--- config.mk ---
export PLATFORM = sky130hd
export DESIGN_NAME = board_ctrl_top
export DESIGN_NICKNAME = d
export VERILOG_FILES = /design/src/board_ctrl_pkg.sv /design/src/key_debounce.sv /design/src/reset_req_regs.sv /design/src/reset_pulse_gen.sv /design/src/heartbeat_led.sv /design/src/board_ctrl_top.sv
export VERILOG_INCLUDE_DIRS = /design/src /design/src/src
export SDC_FILE = /design/constraint.sdc
export NUM_CORES = 1
export LEC_CHECK = 0
export BUFFER_PORTS_ARGS = -buffer_cell sky130_fd_sc_hd__buf_2
export CAP_MARGIN = 10
export CORE_MARGIN = 8
export CORE_UTILIZATION = 60
export CTS_CLUSTER_SIZE = 24
export DETAILED_ROUTE_END_ITERATION = 10
export GPL_TIMING_DRIVEN = 0
export HOLD_SLACK_MARGIN = 0.1
export PLACE_DENSITY = 0.83
export SLEW_MARGIN = 15
export SYNTH_ARGS = -nofsm -noshare
export SYNTH_HDL_FRONTEND = slang
export SYNTH_SLANG_ARGS = --single-unit
--- constraint.sdc ---
create_clock -name fpga_clk_50 -period 4.5 [get_ports fpga_clk_50]
set_clock_uncertainty 0.15 [all_clocks]
set_input_delay 0.9 -clock fpga_clk_50 [delete_from_list [all_inputs] [get_ports fpga_clk_50]]
set_output_delay 0.9 -clock fpga_clk_50 [all_outputs]
set_load 0.01 [all_outputs]
--- src/board_ctrl_consts.svh ---
// ======================================================================
// board housekeeping constants
// port widths, reset pulse lengths, debounce and heartbeat timeouts
// ======================================================================

`ifndef BOARD_CTRL_CONSTS_SVH
`define BOARD_CTRL_CONSTS_SVH

// ======================================================================
// widths
// ======================================================================
`define KEY_WIDTH       4    // push keys, active low
`define SW_WIDTH        10   // slide switches
`define LED_PIO_WIDTH   9    // led pio from the processor side
`define STM_WIDTH       28   // trace event word to the hps

// ======================================================================
// reset request pulse lengths, in fpga_clk_50 cycles
// ======================================================================
`define COLD_PULSE_EXT  6
`define WARM_PULSE_EXT  2
`define DEBUG_PULSE_EXT 32

// ======================================================================
// default timeouts at 50 MHz
// ======================================================================
`define DEBOUNCE_TIMEOUT_DEFAULT 50000     // 1 ms key stable time
`define HEARTBEAT_HALF_DEFAULT   25000000  // 0.5 s, so the led blinks at 1 Hz

`endif

--- src/board_ctrl_pkg.sv ---
// ======================================================================
// shared types for the board housekeeping logic
// key/switch/led vectors, reset request bits, trace event word,
// pulse generator state
// ======================================================================

`include "board_ctrl_consts.svh"

package board_ctrl_pkg;

    typedef logic [`KEY_WIDTH-1:0]     key_t;      // one bit per push key
    typedef logic [`SW_WIDTH-1:0]      sw_t;
    typedef logic [`LED_PIO_WIDTH-1:0] led_pio_t;

    // declared msb first, so cold lands on bit 0 like the probe source did
    typedef struct packed {
        logic debug;  // bit 2
        logic warm;   // bit 1
        logic cold;   // bit 0
    } reset_req_t;

    // trace event word, msb down
    // pad takes whatever is left of STM_WIDTH above the three fields
    typedef struct packed {
        logic [`STM_WIDTH-`SW_WIDTH-`LED_PIO_WIDTH-`KEY_WIDTH-1:0] pad;
        sw_t      sw;
        led_pio_t led_pio;
        key_t     keys;       // debounced, active low
    } stm_events_t;

    typedef enum logic {
        PULSE_IDLE = 1'b0,    // output high, waiting for a rising request
        PULSE_BUSY = 1'b1     // output low, counting down
    } pulse_state_e;

endpackage

--- src/key_debounce.sv ---
// ======================================================================
// push key debouncer
// two-flop synchronizer, then one stable-time counter per key
// ======================================================================

`timescale 1ns/1ns

`include "board_ctrl_consts.svh"

module key_debounce #(
    parameter int unsigned timeout = `DEBOUNCE_TIMEOUT_DEFAULT  // stable samples needed
) (
    input  logic                 fpga_clk_50,
    input  logic                 hps_fpga_reset_n,
    input  board_ctrl_pkg::key_t key,             // raw keys, async to the clock
    output board_ctrl_pkg::key_t debounced_keys
);

    // counter only has to reach timeout-1
    localparam int unsigned cnt_w = (timeout > 1) ? $clog2(timeout) : 1;
    localparam logic [cnt_w-1:0] cnt_last = cnt_w'(timeout - 1);

    board_ctrl_pkg::key_t key_meta;   // first sync stage
    board_ctrl_pkg::key_t key_sync;   // second sync stage, safe to use

    // ==================================================================
    // synchronizer
    // ==================================================================
    always_ff @(posedge fpga_clk_50 or negedge hps_fpga_reset_n)
    begin
        if (!hps_fpga_reset_n)
        begin
            key_meta <= '1;   // keys idle high
            key_sync <= '1;
        end
        else
        begin
            key_meta <= key;
            key_sync <= key_meta;
        end
    end

    // ==================================================================
    // per-key stable-time filter
    // ==================================================================
    for (genvar i = 0; i < `KEY_WIDTH; i++)
    begin : g_key
        logic [cnt_w-1:0] cnt;      // consecutive samples differing from key_out
        logic             key_out;  // filtered level

        always_ff @(posedge fpga_clk_50 or negedge hps_fpga_reset_n)
        begin
            if (!hps_fpga_reset_n)
            begin
                cnt     <= '0;
                key_out <= 1'b1;            // released
            end
            else if (key_sync[i] == key_out)
                cnt <= '0;                  // bounce back, start over
            else if (cnt == cnt_last)
            begin
                key_out <= key_sync[i];     // held long enough, take it
                cnt     <= '0;
            end
            else
                cnt <= cnt + 1'b1;
        end

        assign debounced_keys[i] = key_out;
    end

endmodule

--- src/reset_req_regs.sv ---
// ======================================================================
// reset request register
// holds the cold/warm/debug request bits written by a strobe
// ======================================================================

`timescale 1ns/1ns

module reset_req_regs (
    input  logic                       fpga_clk_50,
    input  logic                       hps_fpga_reset_n,
    input  logic                       reset_req_wr,    // one-cycle write strobe
    input  board_ctrl_pkg::reset_req_t reset_req_data,
    output board_ctrl_pkg::reset_req_t req              // levels to the pulse generators
);

    // stands in for the probe source on the board
    // a bit must go back to 0 before it can request again
    always_ff @(posedge fpga_clk_50 or negedge hps_fpga_reset_n)
    begin
        if (!hps_fpga_reset_n)
            req <= '0;                      // no request pending
        else if (reset_req_wr)
            req <= reset_req_data;          // whole word loads at once
    end

endmodule

--- src/reset_pulse_gen.sv ---
// ======================================================================
// reset request pulse generator
// rising-edge detect on a request level, fixed-length active-low pulse
// ======================================================================

`timescale 1ns/1ns

`include "board_ctrl_consts.svh"

module reset_pulse_gen #(
    parameter int unsigned pulse_ext = `COLD_PULSE_EXT  // low time in cycles
) (
    input  logic fpga_clk_50,
    input  logic hps_fpga_reset_n,
    input  logic req_level,      // request bit from the register block
    output logic reset_req_n     // active-low request to the hps
);

    localparam int unsigned cnt_w = (pulse_ext > 1) ? $clog2(pulse_ext) : 1;
    localparam logic [cnt_w-1:0] cnt_load = cnt_w'(pulse_ext - 1);

    logic                         req_d1;    // registered request
    logic                         req_d2;    // previous sample for the edge compare
    logic                         req_rise;
    board_ctrl_pkg::pulse_state_e state;
    logic [cnt_w-1:0]             cnt;       // cycles left after this one

    // ==================================================================
    // edge detect
    // ==================================================================
    always_ff @(posedge fpga_clk_50 or negedge hps_fpga_reset_n)
    begin
        if (!hps_fpga_reset_n)
        begin
            req_d1 <= 1'b0;
            req_d2 <= 1'b0;
        end
        else
        begin
            req_d1 <= req_level;
            req_d2 <= req_d1;
        end
    end

    assign req_rise = req_d1 & ~req_d2;   // 0 to 1 only

    // ==================================================================
    // pulse stretcher
    // ==================================================================
    always_ff @(posedge fpga_clk_50 or negedge hps_fpga_reset_n)
    begin
        if (!hps_fpga_reset_n)
        begin
            state <= board_ctrl_pkg::PULSE_IDLE;
            cnt   <= '0;
        end
        else
        begin
            case (state)
                board_ctrl_pkg::PULSE_IDLE:
                    if (req_rise)
                    begin
                        state <= board_ctrl_pkg::PULSE_BUSY;
                        cnt   <= cnt_load;
                    end
                board_ctrl_pkg::PULSE_BUSY:       // new edges dropped here
                    if (cnt == '0)
                        state <= board_ctrl_pkg::PULSE_IDLE;
                    else
                        cnt <= cnt - 1'b1;
            endcase
        end
    end

    assign reset_req_n = (state != board_ctrl_pkg::PULSE_BUSY);  // low while busy

endmodule

--- src/heartbeat_led.sv ---
// ======================================================================
// heartbeat led
// half-period counter toggling led 0 while the fabric is running
// ======================================================================

`timescale 1ns/1ns

`include "board_ctrl_consts.svh"

module heartbeat_led #(
    parameter int unsigned half_period = `HEARTBEAT_HALF_DEFAULT  // cycles per level
) (
    input  logic fpga_clk_50,
    input  logic hps_fpga_reset_n,
    output logic led
);

    localparam int unsigned cnt_w = (half_period > 1) ? $clog2(half_period) : 1;
    localparam logic [cnt_w-1:0] cnt_wrap = cnt_w'(half_period - 1);

    logic [cnt_w-1:0] cnt;

    // first toggle half_period edges after reset goes away
    always_ff @(posedge fpga_clk_50 or negedge hps_fpga_reset_n)
    begin
        if (!hps_fpga_reset_n)
        begin
            cnt <= '0;
            led <= 1'b0;            // led off in reset
        end
        else if (cnt == cnt_wrap)
        begin
            cnt <= '0;              // wrap
            led <= ~led;
        end
        else
            cnt <= cnt + 1'b1;
    end

endmodule

--- src/board_ctrl_top.sv ---
// ======================================================================
// board housekeeping top level
// key debounce, reset request pulses, heartbeat led, trace event word
// ======================================================================

`timescale 1ns/1ns

`include "board_ctrl_consts.svh"

module board_ctrl_top #(
    parameter int unsigned debounce_timeout = `DEBOUNCE_TIMEOUT_DEFAULT,
    parameter int unsigned heartbeat_half   = `HEARTBEAT_HALF_DEFAULT
) (
    input  logic                        fpga_clk_50,
    input  logic                        hps_fpga_reset_n,
    input  board_ctrl_pkg::key_t        key,               // active low
    input  board_ctrl_pkg::sw_t         sw,
    input  board_ctrl_pkg::led_pio_t    led_pio,           // processor led value
    input  logic                        reset_req_wr,
    input  board_ctrl_pkg::reset_req_t  reset_req_data,
    output logic [`LED_PIO_WIDTH:0]     ledr,              // 9..1 pio, 0 heartbeat
    output board_ctrl_pkg::key_t        debounced_keys,    // to the button pio
    output board_ctrl_pkg::stm_events_t stm_hw_events,
    output logic                        cold_reset_req_n,
    output logic                        warm_reset_req_n,
    output logic                        debug_reset_req_n
);

    board_ctrl_pkg::reset_req_t req;        // held request levels
    logic                       heartbeat;

    // ==================================================================
    // keys
    // ==================================================================
    key_debounce #(
        .timeout (debounce_timeout)
    ) u_key_debounce (
        .fpga_clk_50      (fpga_clk_50),
        .hps_fpga_reset_n (hps_fpga_reset_n),
        .key              (key),
        .debounced_keys   (debounced_keys)
    );

    // ==================================================================
    // reset requests
    // ==================================================================
    reset_req_regs u_reset_req_regs (
        .fpga_clk_50      (fpga_clk_50),
        .hps_fpga_reset_n (hps_fpga_reset_n),
        .reset_req_wr     (reset_req_wr),
        .reset_req_data   (reset_req_data),
        .req              (req)
    );

    reset_pulse_gen #(
        .pulse_ext (`COLD_PULSE_EXT)
    ) u_pulse_cold (
        .fpga_clk_50      (fpga_clk_50),
        .hps_fpga_reset_n (hps_fpga_reset_n),
        .req_level        (req.cold),
        .reset_req_n      (cold_reset_req_n)
    );

    reset_pulse_gen #(
        .pulse_ext (`WARM_PULSE_EXT)
    ) u_pulse_warm (
        .fpga_clk_50      (fpga_clk_50),
        .hps_fpga_reset_n (hps_fpga_reset_n),
        .req_level        (req.warm),
        .reset_req_n      (warm_reset_req_n)
    );

    reset_pulse_gen #(
        .pulse_ext (`DEBUG_PULSE_EXT)
    ) u_pulse_debug (
        .fpga_clk_50      (fpga_clk_50),
        .hps_fpga_reset_n (hps_fpga_reset_n),
        .req_level        (req.debug),
        .reset_req_n      (debug_reset_req_n)
    );

    // ==================================================================
    // heartbeat, leds and trace events
    // ==================================================================
    heartbeat_led #(
        .half_period (heartbeat_half)
    ) u_heartbeat_led (
        .fpga_clk_50      (fpga_clk_50),
        .hps_fpga_reset_n (hps_fpga_reset_n),
        .led              (heartbeat)
    );

    assign ledr = {led_pio, heartbeat};

    // event word is pure wiring
    assign stm_hw_events.pad     = '0;
    assign stm_hw_events.sw      = sw;
    assign stm_hw_events.led_pio = led_pio;
    assign stm_hw_events.keys    = debounced_keys;

endmodule

### Word level (Yosys, flattened, before mapping)

Index checks and enable logic that the tools add are counted.

* input bits: 29
* register bits after elaboration: 123

* mux-type cells: 27
* bitwise logic cells: 14
* reductions and logical operators: 8
* add/subtract/negate cells: 8
* eq/ne operators: 14

Operators with widths (number)
* 16-bit 2-to-1 mux: 8
* 16-bit by 1-bit adder with 16-bit output (second input constant): 4
* 16-bit equality test (second input constant): 4
* 25-bit by 1-bit adder with 25-bit output (second input constant): 1
* 25-bit equality test (second input constant): 1
* 25-bit 2-to-1 mux: 1
* 2-bit AND reduction: 6
* 1-bit inverter: 11
* 5-bit 2-to-1 mux: 2
* 5-bit case mux with 2 select lines: 1
* 1-bit 2-to-1 mux: 8
* 1-bit case mux with 2 select lines: 4
* 3-bit 2-to-1 mux: 2
* 2-bit by 1-bit inequality test with 1-bit output (second input constant): 3
* 3-bit case mux with 2 select lines: 1
* 5-bit zero test: 1
* 5-bit by 1-bit subtractor with 5-bit output (second input constant): 1
* 1-bit equality test: 4
* 2-bit inequality test (second input constant): 2
* 1-bit bitwise AND: 3
* 3-bit zero test: 1
* 3-bit by 1-bit subtractor with 3-bit output (second input constant): 1
* 1-bit subtractor (second input constant): 1

### Depth between registers and ports, before layout

* word-level depth: 4
* gate-level depth with buffers: 6

### Cells and area by module

A second synthesis with hierarchy kept.

* cell total of the unflattened synthesis: 580
* area, all modules: 6067.1 µm²

Modules (own cells, without submodules)
* key_debounce: times used 1, seq. area each 1916.8 µm², cells each 341, area each 3533.4 µm²
* heartbeat_led: times used 1, seq. area each 650.6 µm², cells each 127, area each 1328.8 µm²
* reset_pulse_gen at u_pulse_debug: times used 1, seq. area each 200.2 µm², cells each 30, area each 362.8 µm²
* reset_pulse_gen at u_pulse_cold: times used 1, seq. area each 150.1 µm², cells each 27, area each 301.5 µm²
* board_ctrl_top: times used 1, seq. area each 0.0 µm², cells each 39, area each 289.0 µm²
* reset_pulse_gen at u_pulse_warm: times used 1, seq. area each 100.1 µm², cells each 10, area each 142.6 µm²
* reset_req_regs: times used 1, seq. area each 75.1 µm², cells each 6, area each 108.9 µm²

### Worst setup path before layout

Ideal clock, no wire load.

* path kind: input -> output
* from: in led_pio[0]
* to: out ledr[1]
* stages on the path: 1
* arrival time: 1.019 ns
* path slack: 2.431 ns
* cell sequence: buf_4

RTL lines
* start, declared: RTL line board_ctrl_top.sv:18 `input board_ctrl_pkg::led_pio_t led_pio,`
* end, declared: RTL line board_ctrl_top.sv:21 `` output logic [`LED_PIO_WIDTH:0] ledr, ``

No word-level cell between the ends.

### Worst setup path in the final report

* from: reg u_key_debounce.g_key[1].key_out
* to: out debounced_keys[1]

RTL lines
* start, declared: RTL line key_debounce.sv:49 `logic key_out;`
* start signal, assigned: RTL line key_debounce.sv:62 `key_out <= key_sync[i];`
* end, declared: RTL line board_ctrl_top.sv:22 `output board_ctrl_pkg::key_t debounced_keys,`

No word-level cell between the ends.

==> impl_metrics.csv <==
group,metric,value,unit
status,outcome,"complete, no violations",
critical_path,worst_setup_path_start_kind,"flip-flop",
critical_path,r2r_cells,5,
timing,hold_violations,0,
critical_path,crit_type,"reg -> out",
yosys,ys_ff_latch,123,
clock_network,htree_num_levels,4,
drt,wire_per_inst,15.5,um
yosys,synth_top_area_share,46.1,%
global_route,grt_pass1_vias,4515,
timing,setup_viol,0,
floorplanning,die_w,116,um
layout,antenna_cells,0,
layout,layout_common_cells,"dfrtp_1 (111), nor2_1 (82), xnor2_1 (62)",
global_route,antenna_found_initial,0,
timing,fin_crit_sh,52.4,%
global_route,grt_max_degree,76,
placement,port_buffers,49,
timing,grt_setup_unrepaired,"false",
drt,drt.antenna.violating_nets,0,
min_path,min_path_type,"in -> async",
clock_network,cts_repair_resize_count,0,
clock_network,numClockSinks,123,
placement,dpl.hpwl,8380,um
critical_path,r2r_start,"u_heartbeat_led.cnt[15]",
layout,register_area,3090,um2
critical_path,critPathMaxFanout,4,
critical_path,crit_arrival,1.31,ns
clock_network,post_cts_buffers,0,
pwr,ir_drop,319,uV
yosys,synth-main-ff-cell,"dfrtp_1",
timing,slew_viol_final,0,
placement,dpl_worst_slack,2.31,ns
floorplanning,start_util,61.6,%
yosys,netlist-cell-type-count,51,
pwr,p_leak,3.10,nW
global_route,grtUsageTotal,19.3,%
drt,dr.pass1.iters,5,
drt,drt_iter0_drc,258,
global_route,grt_pass1_wl,20500,um
yosys,synth_area,6020,um2
floorplanning,core,9770,um2
yosys,synth-async-reset-ratio,100,%
timing,tns,0,ns
critical_path,r2r_end,"u_heartbeat_led.cnt[11]",
yosys,yosys.area.top_type,"dfrtp_1",
layout,multi_input_area,2480,um2
timing,worst_slack,2.14,ns
pwr,power_density,402,nW/um2
drt,route.detailed.drc,0,
layout,final_common_cell,"dfrtp_1",
drt,vias_per_cell,5.61,
timing,worst_slew_pin_slew,0.526,ns
critical_path,cp-startpoint,"u_key_debounce.g_key[1].key_out",
floorplanning,io_pins,74,
yosys,syn_inst,578,
timing,hold_slack,0.179,ns
yosys,syn_area_per_cell,10.4,um2
clock_network,clockBufferDepth,2,
global_route,grt_overflow,0,
drt,num_vias,4475,
yosys,synth_edf_count,0,
flow_run,max_cap_violations,0,
layout,nets,688,
layout,drive_gt1_share,24.4,%
yosys,synth.area.top_cells,"dfrtp_1 (46%), xnor2_1 (9.0%), buf_4 (5.5%)",
yosys,ys_warn_count,0,
timing,clock.fmax,424,MHz
floorplanning,dieArea,13500,um2
clock_network,cts_tree,"done",
critical_path,worstSetupEndpointType,"primary output",
clock_network,cts_root_buf,"clkbuf_8",
layout,syn_to_final_growth,17.1,%
clock_network,clk_latency,0.52,ns
floorplanning,die_h,116,um
critical_path,cp-endpoint,"debounced_keys[1]",
timing,min_period,2.36,ns
clock_network,cts_made_buffers,17,
floorplanning,rows,36,
timing,relSlewSlack,64.7,%
clock_network,cts.reportedPaths.clkPinSlew,0.06,ns
critical_path,reg2reg_setup_slack,2.39,ns
clock_network,cts_hold_buffers,0,
yosys,ys_seq_area_share,51.4,%
placement,gp_congestion,0.874,
layout,nFillCells,716,
critical_path,cp.required,3.45,ns
drt,routed_wl,12400,um
-- cells by family (layout without fill, tap and decap cells) --
logic type                 Yosys count  after routing  share of synthesized area [%]
other                                1              5                         0.0623
adders and majority gates            8              8                           1.66
buffers and inverters               76            158                           7.67
xor gates and xnor gates            78             78                           11.3
AOI/OAI and AO/OA                   30             30                           3.33
and+or+nand+nor                    251            251                           22.5
muxes                               11             11                           2.02
DFF                                123            123                           51.4
-- sequential cells by signal, summed over array words and instances, names as in the netlist, 3 cells and up --
signal and cells:
u_key_debounce.g_key.cnt 64, u_pulse_cold.cnt 3, u_key_debounce.key_meta 4, u_reset_req_regs.req 3
u_pulse_debug.cnt 5, u_key_debounce.key_sync 4, u_key_debounce.g_key.key_out 4, u_heartbeat_led.cnt 25
-- worst max-delay path: stages (launching register included) --
cell     delay [ns]
dfstp_2        0.57
buf_4          0.11
buf_2          0.11
-- per-stage QoR --
step                      power [mW]  area, um2  std cells  utilization [%]
after floorplan                 1.45       6040        582                -
after global placement          1.53       6450        764             66.0
after detailed placement        1.56       6480        765             66.3
after CTS                       2.87       7050        797             72.1
after global routing            2.95       7050        797             72.1
final                           2.84       7050        797             72.1
-- metal layers --
metal  up-vias  track usage (%)  wire length, um
li1       2095                -                -
met1      2227             21.1             4870
met2       130             34.0             6680
met3        23             6.00              623
met4         0             8.30              210
met5         -                0                0
-- area by class of cell --
cell class	instances	area share [%]
buffer	49	5.11
clock buffer	17	5.88
clock inverter	15	2.18
inverter	27	1.44
multi-input combinational	383	35.2
sequential	123	43.9
tap	133	2.36
timing repair buffer	50	3.96
-- worst min-delay path by stage --
stage,from,end,slack [ns]
global route,hps_fpga_reset_n,u_pulse_debug.req_d1,0.18
detailed placement,u_key_debounce.key_meta[1],u_key_debounce.key_sync[1],0.20
finish,hps_fpga_reset_n,u_pulse_warm.req_d1,0.18
floorplan,u_key_debounce.key_meta[0],u_key_debounce.key_sync[0],0.20
global placement,u_key_debounce.key_meta[1],u_key_debounce.key_sync[1],0.20
CTS,hps_fpga_reset_n,u_pulse_cold.req_d2,0.16
-- Yosys cell counts, drive strengths merged (2+ instances only) --
library cell	n
nor4	28
xor2	16
buf	48
nor2b	2
ha	8
inv	27
nand2	28
dfrtp	111
nand3b	2
dfstp	12
or3b	2
mux2	9
nand4b	2
and2	3
o21ai	9
xnor2	62
and4	5
or2	2
nor4bb	6
nand2b	4
a21oi	11
nand3	27
and3	9
nand4	22
nor2	82
or3	2
mux2i	2
a2bb2oi	3
nor3	20
o41ai	2
nor4b	4
-- power breakdown --
group	internal (mW)	switching, mW
clock	0.751	0.539
sequential	1.18	0.0580
combinational	0.144	0.160
total	2.08	0.757
No activity file was read; power rests on OpenSTA's default activity.
